`config.mk`:
```
export PLATFORM = sky130hd
export DESIGN_NAME = arp_encoder
export DESIGN_NICKNAME = d
export VERILOG_FILES = /design/src/hw/eth_tx_pkg.sv /design/src/hw/arp_encoder.sv
export SDC_FILE = /design/constraint.sdc
export NUM_CORES = 1
export LEC_CHECK = 0
export CORE_AREA = 5 5 83 85
export DETAILED_ROUTE_END_ITERATION = 10
export DIE_AREA = 0 0 88 90
export DONT_BUFFER_PORTS = 1
export GPL_TIMING_DRIVEN = 0
export PLACE_DENSITY = 0.39
export SLEW_MARGIN = 10
export SYNTH_ARGS = -nofsm -noshare
export SYNTH_HDL_FRONTEND = slang
export SYNTH_SLANG_ARGS = --single-unit
```
`constraint.sdc`:
```
create_clock -name vclk -period 3.8
set_input_delay 0.57 -clock vclk [all_inputs]
set_output_delay 0.57 -clock vclk [all_outputs]
set_load 0.02 [all_outputs]
```
`src/hw/eth_tx_pkg.sv`:
```
package eth_tx_pkg;

	typedef logic [7:0]  byte_t;
	typedef logic [47:0] mac_t;
	typedef logic [31:0] ip_t;
	typedef logic [15:0] port_t;
	typedef logic [10:0] len_t; // byte count, up to 2047

	typedef struct packed {
		mac_t  mac;
		ip_t   ip;
		port_t port;
	} peer_t;

	typedef struct packed {
		mac_t  mac;
		ip_t   ip;
		port_t port; // udp source port
	} local_cfg_t;

	typedef struct packed {
		peer_t peer;
		len_t  len; // payload bytes already in the fifo
	} udp_desc_t;

	typedef enum logic {kind_arp, kind_udp} frame_kind_t;

	typedef struct packed {
		frame_kind_t kind;
		peer_t       peer;
		len_t        len;
	} tx_job_t;

	typedef struct packed {
		logic  valid;
		logic  startofpacket;
		logic  endofpacket;
		byte_t data;
	} st_tx_t;

	localparam logic [15:0] ethertype_arp  = 16'h0806;
	localparam logic [15:0] ethertype_ipv4 = 16'h0800;

	localparam logic [15:0] arp_htype_eth  = 16'h0001;
	localparam byte_t       arp_hlen       = 8'd6;
	localparam byte_t       arp_plen       = 8'd4;
	localparam logic [15:0] arp_oper_reply = 16'h0002;

	localparam len_t  arp_body_len = 11'd28;
	localparam len_t  ip_hdr_len   = 11'd20;
	localparam len_t  udp_hdr_len  = 11'd8;
	localparam len_t  eth_hdr_len  = 11'd14;
	localparam byte_t ip_ver_ihl   = 8'h45; // version 4, five words
	localparam byte_t ip_ttl       = 8'd64;
	localparam byte_t ip_proto_udp = 8'd17;

endpackage
```
`src/hw/arp_encoder.sv`:
```
module arp_encoder (
	input  eth_tx_pkg::tx_job_t    job,
	input  eth_tx_pkg::local_cfg_t local_cfg,
	input  eth_tx_pkg::len_t       body_pos,
	output eth_tx_pkg::byte_t      arp_byte
);
	import eth_tx_pkg::*;

	logic [223:0] body_word; // 28 bytes, first byte in the top bits
	int           sel;

	// reply: we are the sender, the requester is the target
	assign body_word = {
		arp_htype_eth,
		ethertype_ipv4,
		arp_hlen,
		arp_plen,
		arp_oper_reply,
		local_cfg.mac,
		local_cfg.ip,
		job.peer.mac,
		job.peer.ip
	};

	always_comb
	begin
		sel      = int'(body_pos[4:0]);
		arp_byte = '0;
		if (body_pos < arp_body_len)
			arp_byte = body_word[8 * (int'(arp_body_len) - 1 - sel) +: 8];
	end

endmodule

```
# --- Word level (Yosys, flattened, before mapping) ---
# Index checks and enable logic that the tools add are counted.
op_classes:
  add_sub_neg: 1
  n_lt_le_gt_ge: 1
  shifts: 1
  mux: 1
op_table:
  columns: ["operator", "n"]
  rows:
  - ["indexed part select 224 x 9 -> 8 bit", 1]
  - ["less-than comparator 11 x 5 -> 1 bit (second input constant)", 1]
  - ["two-way mux 8 bit", 1]
  - ["subtractor 5 x 5 -> 6 bit (first input constant)", 1]
totals:
  ff_bits: 0
  out_inout_bits: 8
  wordCells: 4

# --- Logic depth before layout (Yosys ltp) ---
depth:
  depth_word: 3
  mapped_depth: 8

# --- Worst setup path after synthesis ---
# OpenSTA, ideal clock, no wires.
synth_timing:
  path_type: "input to output"
  from: "input port body_pos[2]"
  to: "output port arp_byte[3]"
  arrival_ps: 2262
  setup_slack_ps: 968
  stages: 7
  cell_sequence: "ha_1 > buf_6 > inv_1 > o21ai_0 > a21oi_1 > nor3_1 > a2111oi_1"
synth_between:
  elab_chain_len: 3
  word_cells_on_any_way: 4
  classes_between: "add/sub: 1; order compare: 1; shift: 1; mux: 1"
synth_rtl:
  columns: ["element", "line", "source"]
  rows:
  - ["start, declared", "arp_encoder.sv:4", "input eth_tx_pkg::len_t body_pos,"]
  - ["subtractor 5 x 5 -> 6 bit", "arp_encoder.sv:30", "arp_byte = body_word[8 * (int'(arp_body_len) - 1 - sel) +: 8];"]
  - ["indexed part select 224 x 9 -> 8 bit", "arp_encoder.sv:30", null]
  - ["two-way mux 8 bit *", "arp_encoder.sv:29", "if (body_pos < arp_body_len)"]
  - ["end, declared", "arp_encoder.sv:5", "output eth_tx_pkg::byte_t arp_byte"]
# Mark *: on every way between the ends. The rest lies on a longest branch, timed or not.

# --- Final worst setup path ---
# Same ends and word-level chain as after synthesis.

==> out/qor.txt <==
Status -> finished, final reports clean
Final wirelength -> 8350 um
First-pass GRT wire length -> 12190 um
Dpl ws -> 0.4423 ns
Synth-to-layout area growth -> 5.683%
Post-synth top area cell -> mux4_2
Switching Share -> 0.5266
Final worst slack -> 0.4943 ns
Final Max Slew Viols -> 0
Fin. Hold Viols -> 0
Core Rows -> 29
Top cell type's share of synthesized area -> 0.3454
Post-synthesis instance total -> 194
# IOs -> 223
Sw Pwr -> 0.1096 mW
DR pass1 iterations -> 4
Largest net degree at the start of global routing -> 11
Kind of critical path -> input port to primary output
Hpwl dp -> 7003 um
Max cap viols -> 0
Final #Nets -> 412
Share of cells above drive strength 1 -> 0.2423
Worst Path Required -> 3.23 ns
Pwr dens -> 116.2 nW/um2
Min Tclk post-route -> 3.306 ns
GR Util All Layers -> 0.1968
Die area -> 7920 um2
Initial antenna violation count -> 1
Total power -> 0.2082 mW
Vias in the first global route -> 2128
FMAX -> 0.3025 GHz
Hold crit path type -> input port to primary output
Gr ovfl total -> 0
RSZ-0062 raised after global routing -> false
Mean routed wirelength per cell -> 30.81 um
Seq_cells -> 0
Syn Area/Cell -> 8.739 um2
Cell variety after synth -> 51
Fill cells -> 674
Part of the power in registers -> 0
Crit path max fanout -> 10
Clk network pwr share -> 0
Cts repair resizes -> 0
Seq/Total Area, Yosys -> 0
VDD IR-drop max -> 0.00003861 V
Placer congestion estimate -> 0.7976
Via density -> 6.863
Starting density of the core -> 0.2765
Post-CTS Setup Bufs -> 0
Setup crit start kind -> input port
Synth top cells by count -> mux4_2, nand2_1, mux2i_1
Drt initial violations -> 150
Ant. Diodes -> 0
Worst-margin pin slew -> 1.129 ns
Hold buffers post-CTS -> 0
LEAKAGE -> 0.6058 nW
Syn_nets -> 410
Final setup fails -> 0
Setup TNS -> 0 ns
Arr. time, crit path -> 2.74 ns
Core ar. -> 6132 um2
Clock buffer count -> 0
Synth Warn # -> 0
Post-layout util -> 0.2922
Port Buf Inserts -> 0
Cell Int Power -> 0.09857 mW
CP endpoint kind -> primary output
Residual DRC -> 0
Antenna-violating nets left -> 0
Worst Hold Path EP -> arp_byte[6]
Die width -> 88 um
Die H -> 90 um
Comb pwr share -> 1.000
Min-delay src -> body_pos[3]
Hold depth -> 3
Most common cell in the synthesized netlist -> mux4_2
Final period util -> 0.8699
Routed via count -> 1860
Synth area leaders -> mux4_2, mux2i_1, nand2_1
Synth Cell Area -> 1695 um2
Reg area -> 0 um2
Max-Slew Margin vs Limit -> 0.2452
how the worst max path moves through the flow:
stage,from,endpoint,slack [ns],cells after the start
after global routing,body_pos[2],arp_byte[3],0.32,5
after global placement,body_pos[2],arp_byte[4],0.46,6
after CTS,body_pos[2],arp_byte[3],0.45,5
after detailed placement,body_pos[2],arp_byte[3],0.44,5
final,body_pos[2],arp_byte[3],0.49,5
after floorplan,body_pos[2],arp_byte[3],0.97,7
routing by layer:
metal,vias up,wire length (um),GRT usage,share of wire
met5,-,18,0,0.0022
met4,2,39,0.01279,0.0047
met3,5,1035,0.06764,0.12
met2,129,4119,0.3442,0.49
met1,908,3137,0.2410,0.38
li1,816,-,-,-
cell usage in the layout, fill, tap and decap left out, types with 5 or more instances in the layout:
cell	synthesis	layout
a21oi_1	12	12
buf_4	5	5
buf_6	5	5
inv_1	5	5
mux2i_1	14	14
mux4_2	26	26
nand2_1	17	17
nand3_1	9	9
nor2_1	9	9
nor3_1	8	8
nor4_1	7	7
o21ai_0	7	7
cells by family after synthesis:
group           Yosys count  share of synthesized area
simple gates             66                     0.1978
fa+ha+maj                 1                   0.007379
buf+inv                  23                    0.08708
compound gates           57                     0.2376
mux                      44                     0.4546
xor+xnor                  3                    0.01550
critical path: stages:
cell       delay (ns)
buf_2            0.21
inv_2            0.11
a21oi_1          0.62
a221oi_1         0.23
a2111oi_1        1.00
area by class of cell:
| type | count | area, um2 | area share |
|---|---|---|---|
| Multi-Input combinational cell | 171 | 1548 | 0.8638 |
| Buffer | 17 | 125.1 | 0.06983 |
| Tap cell | 77 | 96.34 | 0.05377 |
| Inverter | 6 | 22.52 | 0.01257 |
stage by stage:
stage,cells,instance area (um2),hold slack [ns]
2_1_floorplan,194,1695,1.382
4_1_cts,271,1792,1.482
3_3_place_gp,271,1792,1.492
6_report,271,1792,1.482
5_1_grt,271,1792,1.517
3_5_place_dp,271,1792,1.479
power groups by stage:
stage	combinational (mW)	clock (mW)	sequential [mW]
after floorplan	0.164	0	0
after global placement	0.207	0	0
after detailed placement	0.208	0	0
after CTS	0.209	0	0
after global routing	0.226	0	0
final	0.208	0	0
(Power assumes the default switching activity.)
