===== config.mk =====
export PLATFORM = sky130hd
export DESIGN_NAME = tx_scheduler
export DESIGN_NICKNAME = d
export VERILOG_FILES = /design/src/hw/eth_tx_pkg.sv /design/src/hw/tx_scheduler.sv
export SDC_FILE = /design/constraint.sdc
export NUM_CORES = 1
export LEC_CHECK = 0
export ABC_AREA = 1
export BUFFER_PORTS_ARGS = -buffer_cell sky130_fd_sc_hd__buf_2
export CAP_MARGIN = 20
export CORE_AREA = 2 2 124 126
export CTS_CLUSTER_SIZE = 12
export DETAILED_ROUTE_END_ITERATION = 7
export DIE_AREA = 0 0 126 128
export PLACE_DENSITY = 0.74
export SLEW_MARGIN = 30
export SYNTH_ARGS = -nofsm -noshare
export SYNTH_HDL_FRONTEND = slang
export SYNTH_SLANG_ARGS = --single-unit

===== constraint.sdc =====
create_clock -name tx_xcvr_clk -period 4.56 [get_ports tx_xcvr_clk]
set_clock_uncertainty 0.15 [all_clocks]
set_input_delay 0.912 -clock tx_xcvr_clk [delete_from_list [all_inputs] [get_ports tx_xcvr_clk]]
set_output_delay 0.912 -clock tx_xcvr_clk [all_outputs]
set_load 0.005 [all_outputs]

===== src/hw/eth_tx_pkg.sv =====
package eth_tx_pkg;

	typedef logic [7:0]  byte_t;
	typedef logic [47:0] mac_t;
	typedef logic [31:0] ip_t;
	typedef logic [15:0] port_t;
	typedef logic [10:0] len_t; // byte count, up to 2047

	typedef struct packed {
		mac_t  mac;
		ip_t   ip;
		port_t port;
	} peer_t;

	typedef struct packed {
		mac_t  mac;
		ip_t   ip;
		port_t port; // udp source port
	} local_cfg_t;

	typedef struct packed {
		peer_t peer;
		len_t  len; // payload bytes already in the fifo
	} udp_desc_t;

	typedef enum logic {kind_arp, kind_udp} frame_kind_t;

	typedef struct packed {
		frame_kind_t kind;
		peer_t       peer;
		len_t        len;
	} tx_job_t;

	typedef struct packed {
		logic  valid;
		logic  startofpacket;
		logic  endofpacket;
		byte_t data;
	} st_tx_t;

	localparam logic [15:0] ethertype_arp  = 16'h0806;
	localparam logic [15:0] ethertype_ipv4 = 16'h0800;

	localparam logic [15:0] arp_htype_eth  = 16'h0001;
	localparam byte_t       arp_hlen       = 8'd6;
	localparam byte_t       arp_plen       = 8'd4;
	localparam logic [15:0] arp_oper_reply = 16'h0002;

	localparam len_t  arp_body_len = 11'd28;
	localparam len_t  ip_hdr_len   = 11'd20;
	localparam len_t  udp_hdr_len  = 11'd8;
	localparam len_t  eth_hdr_len  = 11'd14;
	localparam byte_t ip_ver_ihl   = 8'h45; // version 4, five words
	localparam byte_t ip_ttl       = 8'd64;
	localparam byte_t ip_proto_udp = 8'd17;

endpackage

===== src/hw/tx_scheduler.sv =====
module tx_scheduler (
	input  logic                  tx_xcvr_clk,
	input  logic                  arst_n,
	input  logic                  arp_req,
	input  eth_tx_pkg::peer_t     arp_peer,
	output logic                  arp_ack,
	input  logic                  udp_req,
	input  eth_tx_pkg::udp_desc_t udp_desc,
	output logic                  udp_ack,
	input  logic                  frame_done,
	output logic                  frame_start,
	output eth_tx_pkg::tx_job_t   job,
	output logic                  tx_busy
);
	import eth_tx_pkg::*;

	typedef enum logic [1:0] {st_idle, st_busy, st_release} state_t;

	state_t state;
	logic   take_arp;
	logic   take_udp;

	// arp wins when both are pending
	assign take_arp = (state == st_idle) && arp_req;
	assign take_udp = (state == st_idle) && udp_req && !arp_req;

	always_ff @(posedge tx_xcvr_clk or negedge arst_n)
	begin
		if (!arst_n)
		begin
			state       <= st_idle;
			frame_start <= 1'b0;
			tx_busy     <= 1'b0;
			arp_ack     <= 1'b0;
			udp_ack     <= 1'b0;
		end
		else
		begin
			frame_start <= take_arp || take_udp;
			case (state)
				st_idle:
				begin
					if (take_arp || take_udp)
					begin
						state   <= st_busy;
						tx_busy <= 1'b1;
					end
				end
				st_busy:
				begin
					if (frame_done)
					begin
						state   <= st_release;
						tx_busy <= 1'b0;
					end
				end
				st_release:
				begin
					if (!arp_ack && !udp_ack) // served handshake fully closed
						state <= st_idle;
				end
				default: state <= st_idle;
			endcase

			if (take_arp)
				arp_ack <= 1'b1;
			else if (!arp_req)
				arp_ack <= 1'b0; // falls one cycle after req drops
			if (take_udp)
				udp_ack <= 1'b1;
			else if (!udp_req)
				udp_ack <= 1'b0;
		end
	end

	always_ff @(posedge tx_xcvr_clk)
	begin
		if (take_arp)
			job <= '{kind: kind_arp, peer: arp_peer, len: '0};
		else if (take_udp)
			job <= '{kind: kind_udp, peer: udp_desc.peer, len: udp_desc.len};
	end

endmodule


### Word-level counts from Yosys, hierarchy flattened

Cells that the tools add are included.

* add/subtract/negate cells: 0
* multiply operators: 0
* div/mod/pow operators: 0
* magnitude comparators: 0
* equal/unequal tests: 7
* shift-type cells: 0
* mux-type cells: 13
* bitwise logic cells: 0
* reduce and logical (&&, ||, !) cells: 13

Operators with widths (number)
* 2-to-1 mux 107 bit: 2
* 2-to-1 mux 1 bit: 6
* 2-to-1 mux 2 bit: 3
* != test 2 x 1 -> 1 bit (second input constant): 3
* case mux 2 bit (3 select lines): 1
* AND reduction 3 bit: 2
* logical AND 1 bit: 4
* != test 2 bit (second input constant): 2
* nonzero test 2 bit: 2
* zero test 1 bit: 3
* == test 2 x 1 -> 1 bit (second input constant): 1
* == test 2 bit (second input constant): 1
* zero test 2 bit: 1
* case mux 1 bit (2 select lines): 1
* logical OR 1 bit: 1

* bits in registers: 114
* bits in latches: 0
* RAM bits: 0
* bits in read-only memories: 0
* input port bits: 208
* memories: 0

### Longest topological paths before layout

Gate-level depths: netlist of run 1.

* depth in word-level cells: 6
* depth in mapped cells: 7

### Worst setup path after synthesis of run 1

OpenSTA, ideal clock, no wires.

* kind: input -> register
* from: input arp_req
* to: register job[100] in the netlist's numbering, enable pin
* library setup time: 0.450 ns
* arrival: 3.266 ns
* setup slack: 0.694 ns
* cell stages on the path: 6
* buffers on the path: 1
* cell sequence: inv_1 nand3_2 inv_2 buf_6 nor2_1 inv_1

* word-level cells in the longest chain between the ends: 3
* elaborated cells on any way between the ends: 4
* classes of those cells: reduce/logical: 4

Ends and longest elaborated chain
* start: declaration: line tx_scheduler.sv:4 `input logic arp_req,`
* zero test 1 bit
* logical AND 1 bit: line tx_scheduler.sv:25 `assign take_udp = (state == st_idle) && udp_req && !arp_req;`
* nonzero test 2 bit (no line) (*)
* end signal: assignment: line tx_scheduler.sv:79 `job <= '{kind: kind_arp, peer: arp_peer, len: '0};`
* end signal: assignment: line tx_scheduler.sv:81 `job <= '{kind: kind_udp, peer: udp_desc.peer, len: udp_desc.len};`
* end: declaration: line tx_scheduler.sv:12 `output eth_tx_pkg::tx_job_t job,`

Mark *: on every way between the ends. The rest lies on a longest branch, timed or not.
A chain may end at the register's enable or synchronous reset.

### Worst setup path after layout of run 1

* from: input arp_req
* to: register job[57] in the netlist's numbering, enable pin

Same word-level chain as after synthesis.

==> flow_metrics.py, run 1 <==
metrics = {
    "synthesis": {
        "synth_top_family_by_area": "simple AND/OR/NAND/NOR gates",
        "synth-xor-area-share": 0,
        "seq_area_frac_synth": 0.676,
        "synth_fa_ha_area_frac": 0,
        "synth_nets": 716,
        "syn_inst": 508,
        "syn-cell-area_mm2": 0.00484,
        "ys_ff_latch": 114,
        "yosys_warnings": 0,
        "synth-simple-area-share": 0.276,
        "postSynthAreaPerCell_um2": 9.53,
        "synth-compound-area-share": 0.00258,
        "synth_cell_type_count": 16,
        "synth_mux_area_frac": 0,
    },
    "worst_setup_path": {
        "crit_required_ns": 4.48,
        "max_stage_delay_ns": 0.38,
        "end_kind": "flip-flop",
        "crit_arrival_ns": 2.38,
        "cp_max_fo": 58,
        "slowest_stage": "inv_4",
        "crit_family": "buffers and inverters",
        "path_class": "input port to flip-flop",
        "cp_cell_sequence": "buf_2 > inv_1 > nand3_2 > inv_2 > nor2_1 > inv_4 > buf_12",
        "critPathLaunchType": "input port",
        "critical_path_buf_inv_count": 5,
    },
    "cts": {
        "cts_sinks": 114,
        "cts_buffer_depth": 2,
        "clk_pin_slew_worst_paths_ns": 0.06,
        "clock_latency_ns": 0.40,
        "cts_resized": 0,
        "postCtsHoldBufs": 0,
        "numCtsBuffers": 17,
        "cts-root-buf": "clkbuf_16",
        "post_cts_buffers": 0,
        "cts_tree": "yes",
        "htreeDepth": 4,
    },
    "global_routing": {
        "overflow": 0,
        "grt_pass1_vias": 4224,
        "antenna_found_initial": 0,
        "grt_pass1_wl_um": 20500,
        "track_usage": 0.165,
        "grt_max_degree": 97,
    },
    "timing": {
        "setup_viol": 0,
        "setup_tns_ns": 0,
        "fmax_mhz": 407,
        "max_slew_margin": 0.503,
        "finalCritPeriodShare": 0.539,
        "tightest_slew_ns": 0.745,
        "slew_violations": 0,
        "min_period_ns": 2.46,
        "rsz0062_at_grt": "false",
        "finalHoldViolCount": 0,
    },
    "floorplanning": {
        "die_height_um": 128,
        "core_mm2": 0.0149,
        "initial_core_util": 0.326,
        "die_w_um": 126,
        "num_rows": 45,
        "io_pins": 320,
        "fp.dieArea_mm2": 0.0161,
    },
    "drt": {
        "ant_nets": 0,
        "viasPerCell": 4.31,
        "wirelength_um": 13700,
        "vias": 4428,
        "dr.pass1.iters": 5,
        "drc": 0,
        "wire_per_inst_um": 13.3,
        "first_iter_violations": 237,
    },
    "placed_design": {
        "port_buffers": 319,
        "placed_area_mm2": 0.00656,
        "place_congestion": 0.752,
        "post-dp-hpwl_um": 9800,
    },
    "flow_run": {
        "maxCapViolations": 0,
    },
    "power_and_ir_drop": {
        "p_leak_uw": 0.00378,
        "power.density_mw_per_mm2": 611,
        "ir_worst_vdd_mv": 0.314,
    },
    "finish": {
        "area_growth_pct": 47.6,
        "design_area_mm2": 0.00714,
        "diodes": 0,
        "nNetsFinal": 1034,
        "drive_gt1_frac": 0.422,
    },
    "run_status": {
        "outcome": "finished clean",
    },
    "min_path": {
        "hp-class": "input port to async pin",
    },
}
==> power breakdown <==
group / internal (µW) / switching, µW
Sequential: 1680 / 124
Combinational: 480 / 779
Clock: 847 / 454
Total: 3010 / 1360
==> layout make-up <==
type	count	area, µm²
clock buffers	19	433
clock inverters	13	143
fillers	1436	7720
inverters	18	70.1
multi-input cells	353	1350
flip-flops and latches	114	3270
well taps	188	235
repair buffers	322	1640
==> cell families after synthesis <==
logic type | after synthesis
simple gates | 351
compound gates | 2
flops | 114
buf+inv | 41
==> per-layer routing <==
layer | routed length, µm | share of wire | global-route usage
met5 | 0 | 0 | 0
met4 | 209 | 0.015 | 0.0679
met3 | 1140 | 0.083 | 0.0576
met2 | 6850 | 0.50 | 0.284
met1 | 5500 | 0.40 | 0.188
==> synthesized netlist by cell type (all sizes together) <==
| cell | n | share of area |
|---|---|---|
| nand2 | 322 | 0.25 |
| edfxtp | 96 | 0.60 |
| nor2 | 25 | 0.021 |
| buf | 23 | 0.031 |
| inv | 18 | 0.014 |
| dfxtp | 12 | 0.050 |
| dfrtp | 6 | 0.031 |
| nand3 | 4 | 0.0052 |
| a21oi | 1 | 0.0010 |
| o31ai | 1 | 0.0016 |
==> worst reg2reg max path, cell delays in order, from the launching register on <==
cell     delay [ns]
dfrtp_1        0.44
nor2_4         0.17
nand3_2        0.26
inv_2          0.14
nor2_1         0.10
inv_4          0.38
buf_12         0.36
==> worst paths after layout <==
check	startpoint	to	slack (ns)	depth (start not counted)
max	arp_req	job[57]	2.10	7
min	arst_n	tx_busy	0.18	1
max reg2reg	state[0]	job[57]	2.20	6
min reg2reg	job[107]	job[107]	0.30	2
max in group asynchronous	arst_n	state[0]	3.93	1
min in group tx_xcvr_clk	job[107]	job[107]	0.30	2
==> flip-flops by register name, indices dropped and copies added (netlist names) <==
name         count
job            108
state            2
arp_ack          1
frame_start      1
tx_busy          1
udp_ack          1
==> through the flow <==
step	std cells	power [µW]	worst slack (ns)	utilization	hold slack, ns
after global placement	995	3060	1.72	0.441	0.299
final	1027	4360	2.10	0.481	0.177
after CTS	1027	4410	2.13	0.480	0.166
after global routing	1027	4640	1.96	0.481	0.164
after floorplan	508	2490	0.694	-	0.293
after detailed placement	995	3100	1.71	0.441	0.293
==> placed cells by master, fill, tap and decap left out, drive strengths merged, types with 3 or more instances in the layout <==
cell | netlist | layout
nand2 | 322 | 322
buf | 23 | 322
edfxtp | 96 | 96
nor2 | 25 | 25
clkbuf | 0 | 19
inv | 18 | 18
dfxtp | 12 | 12
clkinv | 0 | 10
dfrtp | 6 | 6
nand3 | 4 | 4
bufinv | 0 | 3
(Power assumes the default switching activity.)
==> inputs of run 2 (changes only) <==
clock period = 2.5 ns   (was 4.56 ns; I/O delays follow)
==> run 2 against run 1 <==
Net effect: clock power rose by 80%; first-iteration DRC count fell by 1.7%; critical path type is now flip-flop to flip-flop; largest cell class unchanged; die area did not move; highest routed layer unchanged; critical path depth fell by 1; register-to-register slack got worse by 1.6 ns; global-route usage fell by 0.32 points; worst setup slack got worse by 1.5 ns.
==> flow_metrics.py, run 2 (same netlist as run 1, synthesis figures left out) <==
metrics = {
    "drt": {
        "vias": 4441,
        "viasPerCell": 4.31,
        "ant_nets": 0,
        "wirelength_um": 13500,
        "first_iter_violations": 233,
        "dr.pass1.iters": 4,
        "drc": 0,
        "wire_per_inst_um": 13.1,
    },
    "worst_setup_path": {
        "crit_family": "simple AND/OR/NAND/NOR gates",
        "slowest_stage": "buf_4",
        "cp_max_fo": 54,
        "crit_required_ns": 2.61,
        "reg2reg_slack_ns": 0.56,
        "max_stage_delay_ns": 0.45,
        "crit_top_cell": "nand2_1",
        "path_class": "flip-flop to flip-flop",
        "critical_path_buf_inv_count": 2,
        "critPathLaunchType": "flip-flop",
        "cp_cell_sequence": "nor2_4 > nand3_4 > inv_4 > buf_4 > nand2_1 > nand2_1",
        "end_kind": "flip-flop",
        "crit_arrival_ns": 2.06,
    },
    "finish": {
        "mostFrequentLayoutCells": "nand2_1 (321), buf_2 (319), edfxtp_1 (96)",
        "fillers": 1420,
        "seqCellArea_mm2": 0.00327,
        "fin_util": 0.486,
        "drive_gt1_frac": 0.426,
        "final_common_cell": "nand2_1",
        "regMostFlops": "job",
        "multi_input_area_mm2": 0.00137,
        "nNetsFinal": 1038,
        "diodes": 0,
        "largest_register_ffs": 108,
        "area_growth_pct": 49.2,
        "largest_registers": "job x108, state x2",
    },
    "timing": {
        "min_period_ns": 1.94,
        "slew_violations": 0,
        "rsz0062_at_grt": "false",
        "fmax_mhz": 515,
        "whs_ns": 0.171,
        "finalHoldViolCount": 0,
        "max_slew_margin": 0.632,
        "setup_viol": 0,
        "setup_tns_ns": 0,
        "finalCritPeriodShare": 0.777,
        "setup_ws_ns": 0.557,
        "tightest_slew_ns": 0.552,
    },
    "placed_design": {
        "place_congestion": 0.836,
        "post-dp-hpwl_um": 10400,
        "port_buffers": 319,
        "pre_cts_ws_ns": 0.473,
    },
    "floorplanning": {
        "initial_core_util": 0.326,
        "die_height_um": 128,
        "num_rows": 45,
        "io_pins": 320,
        "fp.dieArea_mm2": 0.0161,
        "core_mm2": 0.0149,
        "die_w_um": 126,
    },
    "global_routing": {
        "grt_pass1_vias": 4181,
        "grt_pass1_wl_um": 20200,
        "track_usage": 0.162,
        "antenna_found_initial": 0,
        "grt_max_degree": 55,
        "overflow": 0,
    },
    "cts": {
        "cts_sinks": 114,
        "clk_pin_slew_worst_paths_ns": 0.05,
        "cts_buffer_depth": 2,
        "numCtsBuffers": 17,
        "cts-root-buf": "clkbuf_16",
        "htreeDepth": 4,
        "cts_resized": 0,
        "cts_tree": "yes",
        "clock_latency_ns": 0.40,
    },
    "flow_run": {
        "maxCapViolations": 0,
    },
    "power_and_ir_drop": {
        "p_leak_uw": 0.00381,
        "ir_worst_vdd_mv": 0.682,
        "total_power_uw": 7990,
        "power.density_mw_per_mm2": 1110,
    },
    "run_status": {
        "outcome": "finished clean",
    },
    "min_path": {
        "hp-class": "input port to flip-flop",
    },
}
## run 2: cell type report
cell class                 count  area share
multi-input combinational    353       0.189
sequential                   114       0.453
clock inverter                 2     0.00139
clock buffer                  30      0.0800
inverter                      18      0.0120
timing repair buffer         326       0.232
tap                          188      0.0326
## run 2: final timing paths
check                             from  endpoint  cells past startpoint
min reg2reg                   job[107]  job[107]                      2
max reg2reg                   state[0]   job[93]                      6
max                           state[0]   job[93]                      6
max in group asynchronous       arst_n   tx_busy                      2
min                        udp_desc[1]    job[1]                      3
min in group asynchronous       arst_n   arp_ack                      2
## run 2: worst reg2reg max path, stage by stage (launching register included)
cell     delay (ns)
dfrtp_1        0.44
nor2_4         0.17
nand3_4        0.20
inv_4          0.13
buf_4          0.45
nand2_1        0.19
nand2_1        0.10
## run 2: layer usage
| metal | vias up | routed length (µm) | share of wire | global-route usage |
|---|---|---|---|---|
| met5 | - | 0 | 0 | 0 |
| met4 | 0 | 281 | 0.021 | 0.0685 |
| met3 | 23 | 1230 | 0.091 | 0.0563 |
| met2 | 225 | 6700 | 0.50 | 0.275 |
| met1 | 1943 | 5310 | 0.39 | 0.187 |
| li1 | 2250 | - | - | - |
## run 2: where the power goes
group | internal, µW | switching [µW]
clock | 1550 | 790
sequential | 3070 | 235
combinational | 915 | 1430
total | 5530 | 2460
## run 2: metrics by stage
step           std cells  instance area (µm²)
6_report            1031                 7220
5_1_grt             1031                 7220
4_1_cts             1031                 7220
3_5_place_dp         998                 6630
3_3_place_gp         998                 6630
2_1_floorplan        508                 4870
## run 2: what timing repair did
item,4_1_cts,5_1_grt
endpoints found under the hold margin,6,0
hold buffers,1,0
buffers inserted,0,0
