<file path="src/hw/eth_tx_pkg.sv">
package eth_tx_pkg;

	typedef logic [7:0]  byte_t;
	typedef logic [47:0] mac_t;
	typedef logic [31:0] ip_t;
	typedef logic [15:0] port_t;
	typedef logic [10:0] len_t; // byte count, up to 2047

	typedef struct packed {
		mac_t  mac;
		ip_t   ip;
		port_t port;
	} peer_t;

	typedef struct packed {
		mac_t  mac;
		ip_t   ip;
		port_t port; // udp source port
	} local_cfg_t;

	typedef struct packed {
		peer_t peer;
		len_t  len; // payload bytes already in the fifo
	} udp_desc_t;

	typedef enum logic {kind_arp, kind_udp} frame_kind_t;

	typedef struct packed {
		frame_kind_t kind;
		peer_t       peer;
		len_t        len;
	} tx_job_t;

	typedef struct packed {
		logic  valid;
		logic  startofpacket;
		logic  endofpacket;
		byte_t data;
	} st_tx_t;

	localparam logic [15:0] ethertype_arp  = 16'h0806;
	localparam logic [15:0] ethertype_ipv4 = 16'h0800;

	localparam logic [15:0] arp_htype_eth  = 16'h0001;
	localparam byte_t       arp_hlen       = 8'd6;
	localparam byte_t       arp_plen       = 8'd4;
	localparam logic [15:0] arp_oper_reply = 16'h0002;

	localparam len_t  arp_body_len = 11'd28;
	localparam len_t  ip_hdr_len   = 11'd20;
	localparam len_t  udp_hdr_len  = 11'd8;
	localparam len_t  eth_hdr_len  = 11'd14;
	localparam byte_t ip_ver_ihl   = 8'h45; // version 4, five words
	localparam byte_t ip_ttl       = 8'd64;
	localparam byte_t ip_proto_udp = 8'd17;

endpackage
</file>
<file path="src/hw/frame_encoder.sv">
module frame_encoder (
	input  logic                   tx_xcvr_clk,
	input  logic                   arst_n,
	input  logic                   frame_start,
	input  eth_tx_pkg::tx_job_t    job,
	input  eth_tx_pkg::local_cfg_t local_cfg,
	input  logic                   st_tx_ready,
	output eth_tx_pkg::st_tx_t     st_tx,
	output logic                   frame_done,
	output eth_tx_pkg::len_t       body_pos,
	output logic                   body_adv,
	input  eth_tx_pkg::byte_t      arp_byte,
	input  eth_tx_pkg::byte_t      ip_byte
);
	import eth_tx_pkg::*;

	logic         active;
	len_t         pos; // byte index within the frame
	len_t         frame_len;
	logic         in_body;
	logic         last;
	logic         xfer;
	logic [111:0] hdr_word;
	int           hdr_sel;
	byte_t        hdr_byte;

	assign frame_len = (job.kind == kind_arp) ? eth_hdr_len + arp_body_len
		: eth_hdr_len + ip_hdr_len + udp_hdr_len + job.len;
	assign in_body = (pos >= eth_hdr_len);
	assign last    = (pos == frame_len - 1'b1);
	assign xfer    = active && st_tx_ready;

	assign frame_done = xfer && last;
	assign body_adv   = xfer && in_body;
	assign body_pos   = in_body ? pos - eth_hdr_len : '0;

	assign hdr_word = {job.peer.mac, local_cfg.mac,
		(job.kind == kind_arp) ? ethertype_arp : ethertype_ipv4};

	always_comb
	begin
		hdr_sel  = int'(pos[3:0]);
		hdr_byte = '0;
		if (!in_body)
			hdr_byte = hdr_word[8 * (int'(eth_hdr_len) - 1 - hdr_sel) +: 8]; // msb first
	end

	always_comb
	begin
		st_tx.valid         = active;
		st_tx.startofpacket = (pos == '0);
		st_tx.endofpacket   = last;
		if (!in_body)
			st_tx.data = hdr_byte;
		else if (job.kind == kind_arp)
			st_tx.data = arp_byte;
		else
			st_tx.data = ip_byte;
	end

	// position only moves on a transferred beat
	always_ff @(posedge tx_xcvr_clk or negedge arst_n)
	begin
		if (!arst_n)
		begin
			active <= 1'b0;
			pos    <= '0;
		end
		else if (frame_start)
		begin
			active <= 1'b1;
			pos    <= '0;
		end
		else if (xfer)
		begin
			pos <= pos + 1'b1;
			if (last)
				active <= 1'b0;
		end
	end

endmodule

</file>
<file path="config.mk">
export PLATFORM = sky130hd
export DESIGN_NAME = frame_encoder
export DESIGN_NICKNAME = d
export VERILOG_FILES = /design/src/hw/eth_tx_pkg.sv /design/src/hw/frame_encoder.sv
export SDC_FILE = /design/constraint.sdc
export NUM_CORES = 1
export LEC_CHECK = 0
export BUFFER_PORTS_ARGS = -buffer_cell sky130_fd_sc_hd__clkbuf_2
export CAP_MARGIN = 15
export CELL_PAD_IN_SITES_DETAIL_PLACEMENT = 1
export CELL_PAD_IN_SITES_GLOBAL_PLACEMENT = 1
export CORE_ASPECT_RATIO = 2
export CORE_MARGIN = 5
export CORE_UTILIZATION = 24
export CTS_CLUSTER_SIZE = 16
export DETAILED_ROUTE_END_ITERATION = 8
export PLACE_DENSITY = 0.83
export SLEW_MARGIN = 40
export SYNTH_ARGS = -nofsm -noshare
export SYNTH_HDL_FRONTEND = slang
export SYNTH_SLANG_ARGS = --single-unit
</file>
<file path="constraint.sdc">
create_clock -name tx_xcvr_clk -period 2.8 [get_ports tx_xcvr_clk]
set_clock_uncertainty 0.05 [all_clocks]
set_input_delay 0.14 -clock tx_xcvr_clk [delete_from_list [all_inputs] [get_ports tx_xcvr_clk]]
set_output_delay 0.14 -clock tx_xcvr_clk [all_outputs]
set_load 0.1 [all_outputs]
</file>
# Yosys cells after proc, flatten, opt, wreduce, memory -nomap -nowiden
# Index checks and enable logic that the tools add are counted.
[word_totals]
reg_bits = 12
inputBits = 224
output_inout_bits = 24
elab_cells = 27
[op_classes]
add_sub_neg = 5
n_lt_le_gt_ge = 1
n_eq_ne = 1
shifts = 1
muxes = 10
reduce_logical = 7
[ops]
columns = ["op", "n"]
rows = [
  ["$shiftx A112 B8 Y8", 1],
  ["$mux W11", 4],
  ["$mux W8", 2],
  ["$add A11 B1 Y11 const B", 1],
  ["$add A6 B11 Y11 const A", 1],
  ["$eq A11 B11 Y1", 1],
  ["$ge A11 B4 Y1 const B", 1],
  ["$logic_not A11 Y1", 1],
  ["$sub A11 B1 Y11 const B", 1],
  ["$sub A11 B4 Y11 const B", 1],
  ["$sub A4 B4 Y5 const A", 1],
  ["$reduce_bool A2 Y1", 2],
  ["$logic_and A1 B1 Y1", 3],
  ["$mux W1", 3],
  ["$mux W3", 1],
  ["$reduce_and A2 Y1", 1],
]

# Depth between registers and ports, before layout
# Gate-level depths: netlist of run 1.
[depth]
ltp_word = 7
mapped_depth = 10
mapped_depth_nobuf = 8

# Worst setup path after synthesis of run 1
# No wires, ideal clock.
[synth_timing]
path_type = "register to output"
startpoint = "reg pos[1]"
endpoint = "out st_tx[1] in the netlist's numbering"
arrival_ns = 3.436
t_required_ns = 2.610
setup_slack_ns = -0.826
path_stages_with_launch = 7
path_buffers = 2
cell_sequence = "dfrtp_1 -> ha_1 -> clkbuf_1 -> nand2_1 -> and3_1 -> clkbuf_1 -> o21ai_0"
[synth_rtl]
columns = ["item", "line", "rtl"]
rows = [
  ["start, declared", "frame_encoder.sv:18", "len_t pos;"],
  ["start signal, assigned", "frame_encoder.sv:76", "pos <= pos + 1'b1;"],
  ["end, declared", "frame_encoder.sv:8", "output eth_tx_pkg::st_tx_t st_tx,"],
]

==> tab_implementation.tex, run 1 <==
\begin{tabular}{lr}
\hline
Metric & Value \\
\hline
\multicolumn{2}{l}{\textbf{Floorplan}} \\
Overall die height & 157 um \\
Die outline area & 0.0130 sq mm \\
Number of top-level design ports & 248 \\
Floorplan Core Area & 0.0105 sq mm \\
Count of standard-cell rows & 53 \\
Initial Util & 24.5\% \\
Die X & 83.3 um \\
\multicolumn{2}{l}{\textbf{Timing}} \\
Slew Limit Fails & 0 \\
Fin. Hold Viols & 0 \\
Transition time at the pin with the least slew margin & 622 ps \\
Final clock period utilization by the worst path & 94.3\% \\
Min Clock Period, post-route & 2640 ps \\
Setup repair after global routing missed its margin & false \\
Crit path setup slack, layout & 159 ps \\
Count of endpoints failing setup in the final report & 0 \\
Max\_slew headroom & 58.1\% \\
Highest Clock Rate & 379 MHz \\
\multicolumn{2}{l}{\textbf{Routing}} \\
Number of nets still failing antenna checks after routing & 0 \\
Metal2 WL & 6010 um \\
Routed wire length per instance & 18.8 um \\
Count of vias placed by the detailed router & 3,106 \\
Aggregate routed wire length & 11,400 um \\
DRT met1 WL & 4420 um \\
Vias per inst & 5.13 \\
Highest routed layer & met4 \\
Met3 wire len & 615 um \\
Initial drt markers & 62 \\
Total DRC errors in the routed layout & 0 \\
Pre-Repair DR Iteration Count & 4 \\
\multicolumn{2}{l}{\textbf{Synthesis}} \\
Number of warnings issued by yosys & 0 \\
Post-synthesis instance area & 0.00258 sq mm \\
Fraction of synthesized cell area taken by the top area cell type & 11.6\% \\
Number of synthesized flops with an enable pin & 0 \\
Net Count, Synth & 557 \\
Cell taking the most area after synthesis & sky130\_fd\_sc\_hd\_\_dfrtp\_1 \\
Largest cells by area after synthesis & sky130\_fd\_sc\_hd\_\_dfrtp\_1 12\%, sky130\_fd\_sc\_hd\_\_mux2\_2 10\%, sky130\_fd\_sc\_hd\_\_mux4\_2 8.7\%, sky130\_fd\_sc\_hd\_\_xnor2\_1 6.5\%, sky130\_fd\_sc\_hd\_\_mux2i\_1 5.4\% \\
Avg Cell Area, Syn & 7.86 sq um \\
Distinct cell type count after synthesis & 57 \\
Count of state elements after synthesis & 12 \\
Post-synthesis instance total & 328 \\
Async set-reset flop share out of synthesis & 100\% \\
Top\_reg\_cell synth & sky130\_fd\_sc\_hd\_\_dfrtp\_1 \\
Sequential fraction of the synthesis area & 11.6\% \\
\multicolumn{2}{l}{\textbf{Placement}} \\
Routability Congestion & 0.874 \\
Post-placement worst setup slack & 178 ps \\
Post-DP Area & 0.00380 sq mm \\
Total half-perimeter wirelength after legalization and detailed placement & 9810 um \\
Placed Cells & 601 \\
Number of port buffers & 151 \\
\multicolumn{2}{l}{\textbf{Global routing}} \\
Global-route usage over all layers & 16.9\% \\
Initial antenna violation count & 0 \\
Overall overflow remaining after global route & 0 \\
Vias in the first global route & 3,458 \\
Wire length of the first global-routing pass & 17,800 um \\
Pin count of the biggest net entering global routing & 23 \\
\multicolumn{2}{l}{\textbf{Critical path}} \\
Slowest stage cell on the critical path & sky130\_fd\_sc\_hd\_\_dfrtp\_1 \\
Biggest fanout along the worst timing path & 10 \\
Cell family with most CP delay & compound AO/OA/AOI/OAI gates \\
CP startpoint kind & flip-flop \\
Delay of the slowest cell on the worst path & 390 ps \\
Worst setup path class & reg -> out \\
Data arrival time of the critical path & 2450 ps \\
Critical-path cell list & ha\_1 -> buf\_4 -> and3\_1 -> a221oi\_1 -> a21oi\_1 -> nand2\_1 -> o21ai\_0 -> buf\_12 \\
Required time worst endpoint & 2610 ps \\
Crit path capture type & primary output \\
Worst Path Buf+Inv & 2 \\
\multicolumn{2}{l}{\textbf{Job}} \\
Max-Cap Viols & 0 \\
\multicolumn{2}{l}{\textbf{Worst hold path}} \\
Type of the worst min-delay path & in -> reg \\
\multicolumn{2}{l}{\textbf{Finish}} \\
Layout-stage area growth over the synthesis result & 52.4\% \\
Number of cells in the finished layout apart from fillers & 606 \\
Total number of nets in the final design & 699 \\
Most frequent standard cell in the layout excluding fill and tap cells & sky130\_fd\_sc\_hd\_\_clkbuf\_2 \\
Post-Layout Inst Area & 0.00393 sq mm \\
Final antenna diode count & 0 \\
Layout filler cell count & 1,288 \\
Top library cells by usage in the layout, fill and taps aside & 130 x sky130\_fd\_sc\_hd\_\_clkbuf\_2, 37 x sky130\_fd\_sc\_hd\_\_nand2\_1, 31 x sky130\_fd\_sc\_hd\_\_nor2\_1, 23 x sky130\_fd\_sc\_hd\_\_mux2\_2, 20 x sky130\_fd\_sc\_hd\_\_buf\_12 \\
Fraction of layout cells with a size suffix above 1 & 48.2\% \\
\multicolumn{2}{l}{\textbf{CTS}} \\
Worst-skew pair later-pin latency & 250 ps \\
Worst-path clk slew & 50 ps \\
Root Buffer & sky130\_fd\_sc\_hd\_\_clkbuf\_16 \\
Number of H-tree levels & 1 \\
Clock tree sinks & 12 \\
Number of buffers created by CTS & 3 \\
Buffers inserted during post-CTS setup optimization & 0 \\
Clock tree from TritonCTS & built \\
Max Root-Sink Buffers & 2 \\
\multicolumn{2}{l}{\textbf{Power}} \\
Leak & 1.81 nW \\
Cell Pwr Density & 327 mW/mm\^{}2 \\
Max VDD drop & 0.000304 V \\
\multicolumn{2}{l}{\textbf{Status}} \\
Status & complete, no violations \\
\hline
\end{tabular}
state kept, by name (all words and copies together), names as in the netlist:
signal / count
pos: 11
active: 1
layout make-up:
type                            instances  area, sq um  area share, %
Tap cell                              137          171           4.36
Clock buffer                            4         88.8           2.26
Inverter                                4         15.0          0.382
Timing Repair Buffer                  167         1180           30.2
Multi-Input combinational cell        282         2170           55.1
Sequential cell                        12          303           7.71
stage by stage:
step	hold WS [ps]	util (%)	TNS, ps	total power, mW
3_5_place_dp	-5.83	36.1	0	0.991
2_1_floorplan	-206	-	-1410	0.677
6_report	208	37.3	0	1.29
5_1_grt	228	37.3	0	1.34
3_3_place_gp	-13.7	36.1	0	0.974
4_1_cts	195	37.1	0	1.30
worst reg2reg max path, cell delays in order, from the launching register on:
cell and delay, ps:
sky130_fd_sc_hd__dfrtp_1 490, sky130_fd_sc_hd__or3_1 420, sky130_fd_sc_hd__o221ai_1 250, sky130_fd_sc_hd__and4bb_2 260, sky130_fd_sc_hd__or3_4 350, sky130_fd_sc_hd__a41oi_1 150
synthesized netlist by cell type (all sizes together) (4+ instances only):
cell type	instances
buf	13
or3	4
xnor2	19
mux2	23
nor3	9
o21ai	14
ha	5
mux4	10
a21oi	15
clkbuf	17
and3	6
nor2	32
mux2i	14
nand3	15
and2	5
a211oi	4
dfrtp	12
xor2	14
nand2	37
a221oi	10
inv	4
kinds of logic after synthesis:
kind of cell	after synthesis	share of synthesized area, %
buffers and inverters	34	6.02
AOI/OAI and AO/OA	68	18.6
muxes	47	24.2
and+or+nand+nor	128	25.0
adders and majority gates	5	2.43
DFF	12	11.6
xor gates and xnor gates	34	12.1
what timing repair did:
action                                  in CTS  in global routing
cloned                                       0                  0
hold buffers                                 1                  0
endpoints found under the hold margin       12                  0
pin swaps                                    0                  2
endpoints found under the setup margin       3                  3
resized for setup                            1                  4
power by group:
group,total (mW),leakage (nW),internal [mW],switching (mW)
Combinational,0.804,1.61,0.334,0.471
Sequential,0.184,0.158,0.177,0.00708
Clock,0.296,0.0442,0.216,0.0802
metal layers:
| layer | track usage, % | vias up |
|---|---|---|
| li1 | - | 1497 |
| met1 | 18.9 | 1470 |
| met2 | 32.1 | 118 |
| met3 | 3.00 | 21 |
| met4 | 5.07 | 0 |
| met5 | 0 | - |
worst paths after layout:
check,startpoint,to,slack [ps],cells after the start
max in group asynchronous,arst_n,pos[0]$_DFFE_PN0P_,2150,2
worst max-delay path,pos[1]$_DFFE_PN0P_,st_tx[7],160,8
worst min-delay path,frame_start,pos[4]$_DFFE_PN0P_,210,2
worst min register to register,active$_DFFE_PN0P_,active$_DFFE_PN0P_,580,2
min in group asynchronous,arst_n,pos[1]$_DFFE_PN0P_,290,2
worst max register to register,pos[9]$_DFFE_PN0P_,active$_DFFE_PN0P_,750,5
No activity file was read; power rests on OpenSTA's default activity.
==> inputs of run 2 (changes only) <==
Settings changed: MAX_ROUTING_LAYER set to met4, SKIP_CTS_REPAIR_TIMING set to 1.
Clock period 2.8 ns to 2.92 ns, I/O delays scaled along.
==> run 2 against run 1 <==
Effect of this change:
- highest routed layer unchanged
- total power shrank 5.3%
- via count rose by 1.7%
- critical path type unchanged
- routed wire length rose by 0.25%
- utilization fell by 0.46 points
- sequential power decreased by 3%
- first-iteration DRC count shrank 24%
==> tab_implementation.tex, run 2 (synthesis gave the netlist of run 1 again) <==
\begin{tabular}{lr}
\hline
Metric & Value \\
\hline
\multicolumn{2}{l}{\textbf{Critical path}} \\
Cell family with most CP delay & compound AO/OA/AOI/OAI gates \\
Required time worst endpoint & 2720 ps (+110 ps) \\
R2R depth & 5 (unchanged) \\
Start point of the critical path & pos[2]\$\_DFFE\_PN0P\_ \\
Crit path to & st\_tx[0] \\
Worst setup path class & reg -> out \\
Critical path depth & 5 (-3) \\
Critical-path cell list & ha\_1 -> nand2\_1 -> and3\_1 -> o21ai\_0 -> buf\_12 \\
Reg2reg start & pos[9]\$\_DFFE\_PN0P\_ \\
Worst reg2reg endpoint & active\$\_DFFE\_PN0P\_ \\
Data arrival time of the critical path & 2600 ps (+150 ps) \\
Slowest stage cell on the critical path & sky130\_fd\_sc\_hd\_\_o21ai\_0 \\
Delay of the slowest cell on the worst path & 640 ps (+250 ps) \\
Slack of the worst reg-to-reg path & 850 ps (+100 ps) \\
CP startpoint kind & flip-flop \\
Worst Path Buf+Inv & 1 (-1) \\
Biggest fanout along the worst timing path & 16 (+6) \\
Crit path capture type & primary output \\
\multicolumn{2}{l}{\textbf{Finish}} \\
Layout filler cell count & 1,284 (-0.31\%) \\
Registers with the most flip-flops & pos (11), active (1) \\
Fraction of layout cells with a size suffix above 1 & 46.8\% (-1.4 points) \\
Number of cells in the finished layout apart from fillers & 605 (-0.17\%) \\
Final antenna diode count & 0 (unchanged) \\
Top library cells by usage in the layout, fill and taps aside & 132 x sky130\_fd\_sc\_hd\_\_clkbuf\_2, 37 x sky130\_fd\_sc\_hd\_\_nand2\_1, 31 x sky130\_fd\_sc\_hd\_\_nor2\_1, 23 x sky130\_fd\_sc\_hd\_\_mux2\_2, 19 x sky130\_fd\_sc\_hd\_\_buf\_12 \\
Most frequent standard cell in the layout excluding fill and tap cells & sky130\_fd\_sc\_hd\_\_clkbuf\_2 \\
Max FFs per register & 11 (unchanged) \\
Reg with most FFs & pos \\
Layout-stage area growth over the synthesis result & 50.5\% \\
Final core occ & 36.8\% (-0.46 points) \\
Total number of nets in the final design & 698 (-0.14\%) \\
\multicolumn{2}{l}{\textbf{Power}} \\
Cell Pwr Density & 314 mW/mm\^{}2 (-4.1\%) \\
Leak & 1.80 nW (-0.58\%) \\
Total power of the final layout & 1.22 mW (-5.3\%) \\
Max VDD drop & 0.000227 V (-25\%) \\
\multicolumn{2}{l}{\textbf{Status}} \\
Status & complete, no violations \\
\multicolumn{2}{l}{\textbf{Timing}} \\
Fin. Hold Viols & 0 (unchanged) \\
Highest Clock Rate & 357 MHz \\
Count of endpoints failing setup in the final report & 0 (unchanged) \\
Final clock period utilization by the worst path & 95.9\% \\
Max\_slew headroom & 53.7\% (-4.4 points) \\
Min Clock Period, post-route & 2800 ps \\
Slew Limit Fails & 0 (unchanged) \\
Transition time at the pin with the least slew margin & 687 ps (+65.7 ps) \\
Setup repair after global routing missed its margin & false \\
\multicolumn{2}{l}{\textbf{CTS}} \\
Max Root-Sink Buffers & 2 (unchanged) \\
Root Buffer & sky130\_fd\_sc\_hd\_\_clkbuf\_16 \\
Number of H-tree levels & 1 (unchanged) \\
Clock tree sinks & 12 (unchanged) \\
Number of buffers created by CTS & 3 (unchanged) \\
Worst-skew pair later-pin latency & 240 ps (about the same) \\
Worst-path clk slew & 40 ps (about the same) \\
Clock tree from TritonCTS & built \\
\multicolumn{2}{l}{\textbf{Floorplan}} \\
Floorplan Core Area & 0.0105 sq mm (unchanged) \\
Overall die height & 157 um (unchanged) \\
Initial Util & 24.5\% (unchanged) \\
Die outline area & 0.0130 sq mm (unchanged) \\
Number of top-level design ports & 248 (unchanged) \\
Count of standard-cell rows & 53 (unchanged) \\
Die X & 83.3 um (unchanged) \\
\multicolumn{2}{l}{\textbf{Global routing}} \\
Vias in the first global route & 3,535 (+2.2\%) \\
Met3 GRT Util & 2.85\% (-0.16 points) \\
Initial antenna violation count & 0 (unchanged) \\
Wire length of the first global-routing pass & 17,800 um (about the same) \\
Global-route usage over all layers & 17.4\% (+0.50 points) \\
Met1 global-route usage & 18.1\% (-0.79 points) \\
Fraction of met2 tracks used by global routing & 32.8\% (+0.73 points) \\
Most used routing layer & met2 \\
Pin count of the biggest net entering global routing & 23 (unchanged) \\
Overall overflow remaining after global route & 0 (unchanged) \\
\multicolumn{2}{l}{\textbf{Job}} \\
Max-Cap Viols & 0 (unchanged) \\
\multicolumn{2}{l}{\textbf{Routing}} \\
Pre-Repair DR Iteration Count & 4 (unchanged) \\
Initial drt markers & 47 (-24\%) \\
Total DRC errors in the routed layout & 0 (unchanged) \\
Count of vias placed by the detailed router & 3,160 (+1.7\%) \\
Vias per inst & 5.22 (+1.9\%) \\
Aggregate routed wire length & 11,400 um (+0.25\%) \\
Routed wire length per instance & 18.8 um (+0.41\%) \\
Number of nets still failing antenna checks after routing & 0 (unchanged) \\
\multicolumn{2}{l}{\textbf{Placement}} \\
Total half-perimeter wirelength after legalization and detailed placement & 9700 um (-1.1\%) \\
Placed Cells & 600 (-0.17\%) \\
Routability Congestion & 0.891 (+2.0\%) \\
Number of port buffers & 151 (unchanged) \\
\multicolumn{2}{l}{\textbf{Worst hold path}} \\
Type of the worst min-delay path & in -> reg \\
\hline
\end{tabular}
==> run 2: worst min-delay path by stage <==
| stage | depth (start not counted) | endpoint | start |
|---|---|---|---|
| global placement | 1 | pos[6]$_DFFE_PN0P_ | arst_n |
| floorplan | 0 | active$_DFFE_PN0P_ | arst_n |
| global route | 2 | pos[4]$_DFFE_PN0P_ | frame_start |
| CTS | 1 | pos[5]$_DFFE_PN0P_ | arst_n |
| detailed placement | 1 | pos[5]$_DFFE_PN0P_ | arst_n |
| finish | 2 | pos[0]$_DFFE_PN0P_ | frame_start |
==> run 2: metal layers <==
layer | share of wire [%] | wire [um]
met2 | 54 | 6130
met3 | 5.5 | 625
met1 | 37 | 4270
met5 | 0 | 0
met4 | 3.2 | 363
==> run 2: layout make-up <==
cell class / count / area [sq um] / share of cell area [%]
Timing Repair Buffer: 166 / 1160 / 29.9
Sequential cell: 12 / 302 / 7.77
Clock buffer: 4 / 88.8 / 2.29
Inverter: 4 / 15.0 / 0.387
Multi-Input combinational cell: 282 / 2140 / 55.2
Tap cell: 137 / 171 / 4.42
==> run 2: power breakdown <==
| group | leakage (nW) | internal, mW | switching (mW) |
|---|---|---|---|
| combinational | 1.60 | 0.315 | 0.442 |
| clock | 0.0442 | 0.207 | 0.0741 |
| sequential | 0.160 | 0.170 | 0.00894 |
==> run 2: metrics by stage <==
step | setup WS (ps) | cell area (sq um) | TNS (ps) | hold slack [ps]
2_1_floorplan | -712 | 2580 | -4600 | -200
3_3_place_gp | 229 | 3760 | 0 | -7.69
3_5_place_dp | 248 | 3760 | 0 | -2.18
4_1_cts | -29.6 | 3850 | -31.0 | -260
5_1_grt | 19.1 | 3880 | 0 | 224
6_report | 119 | 3880 | 0 | 214
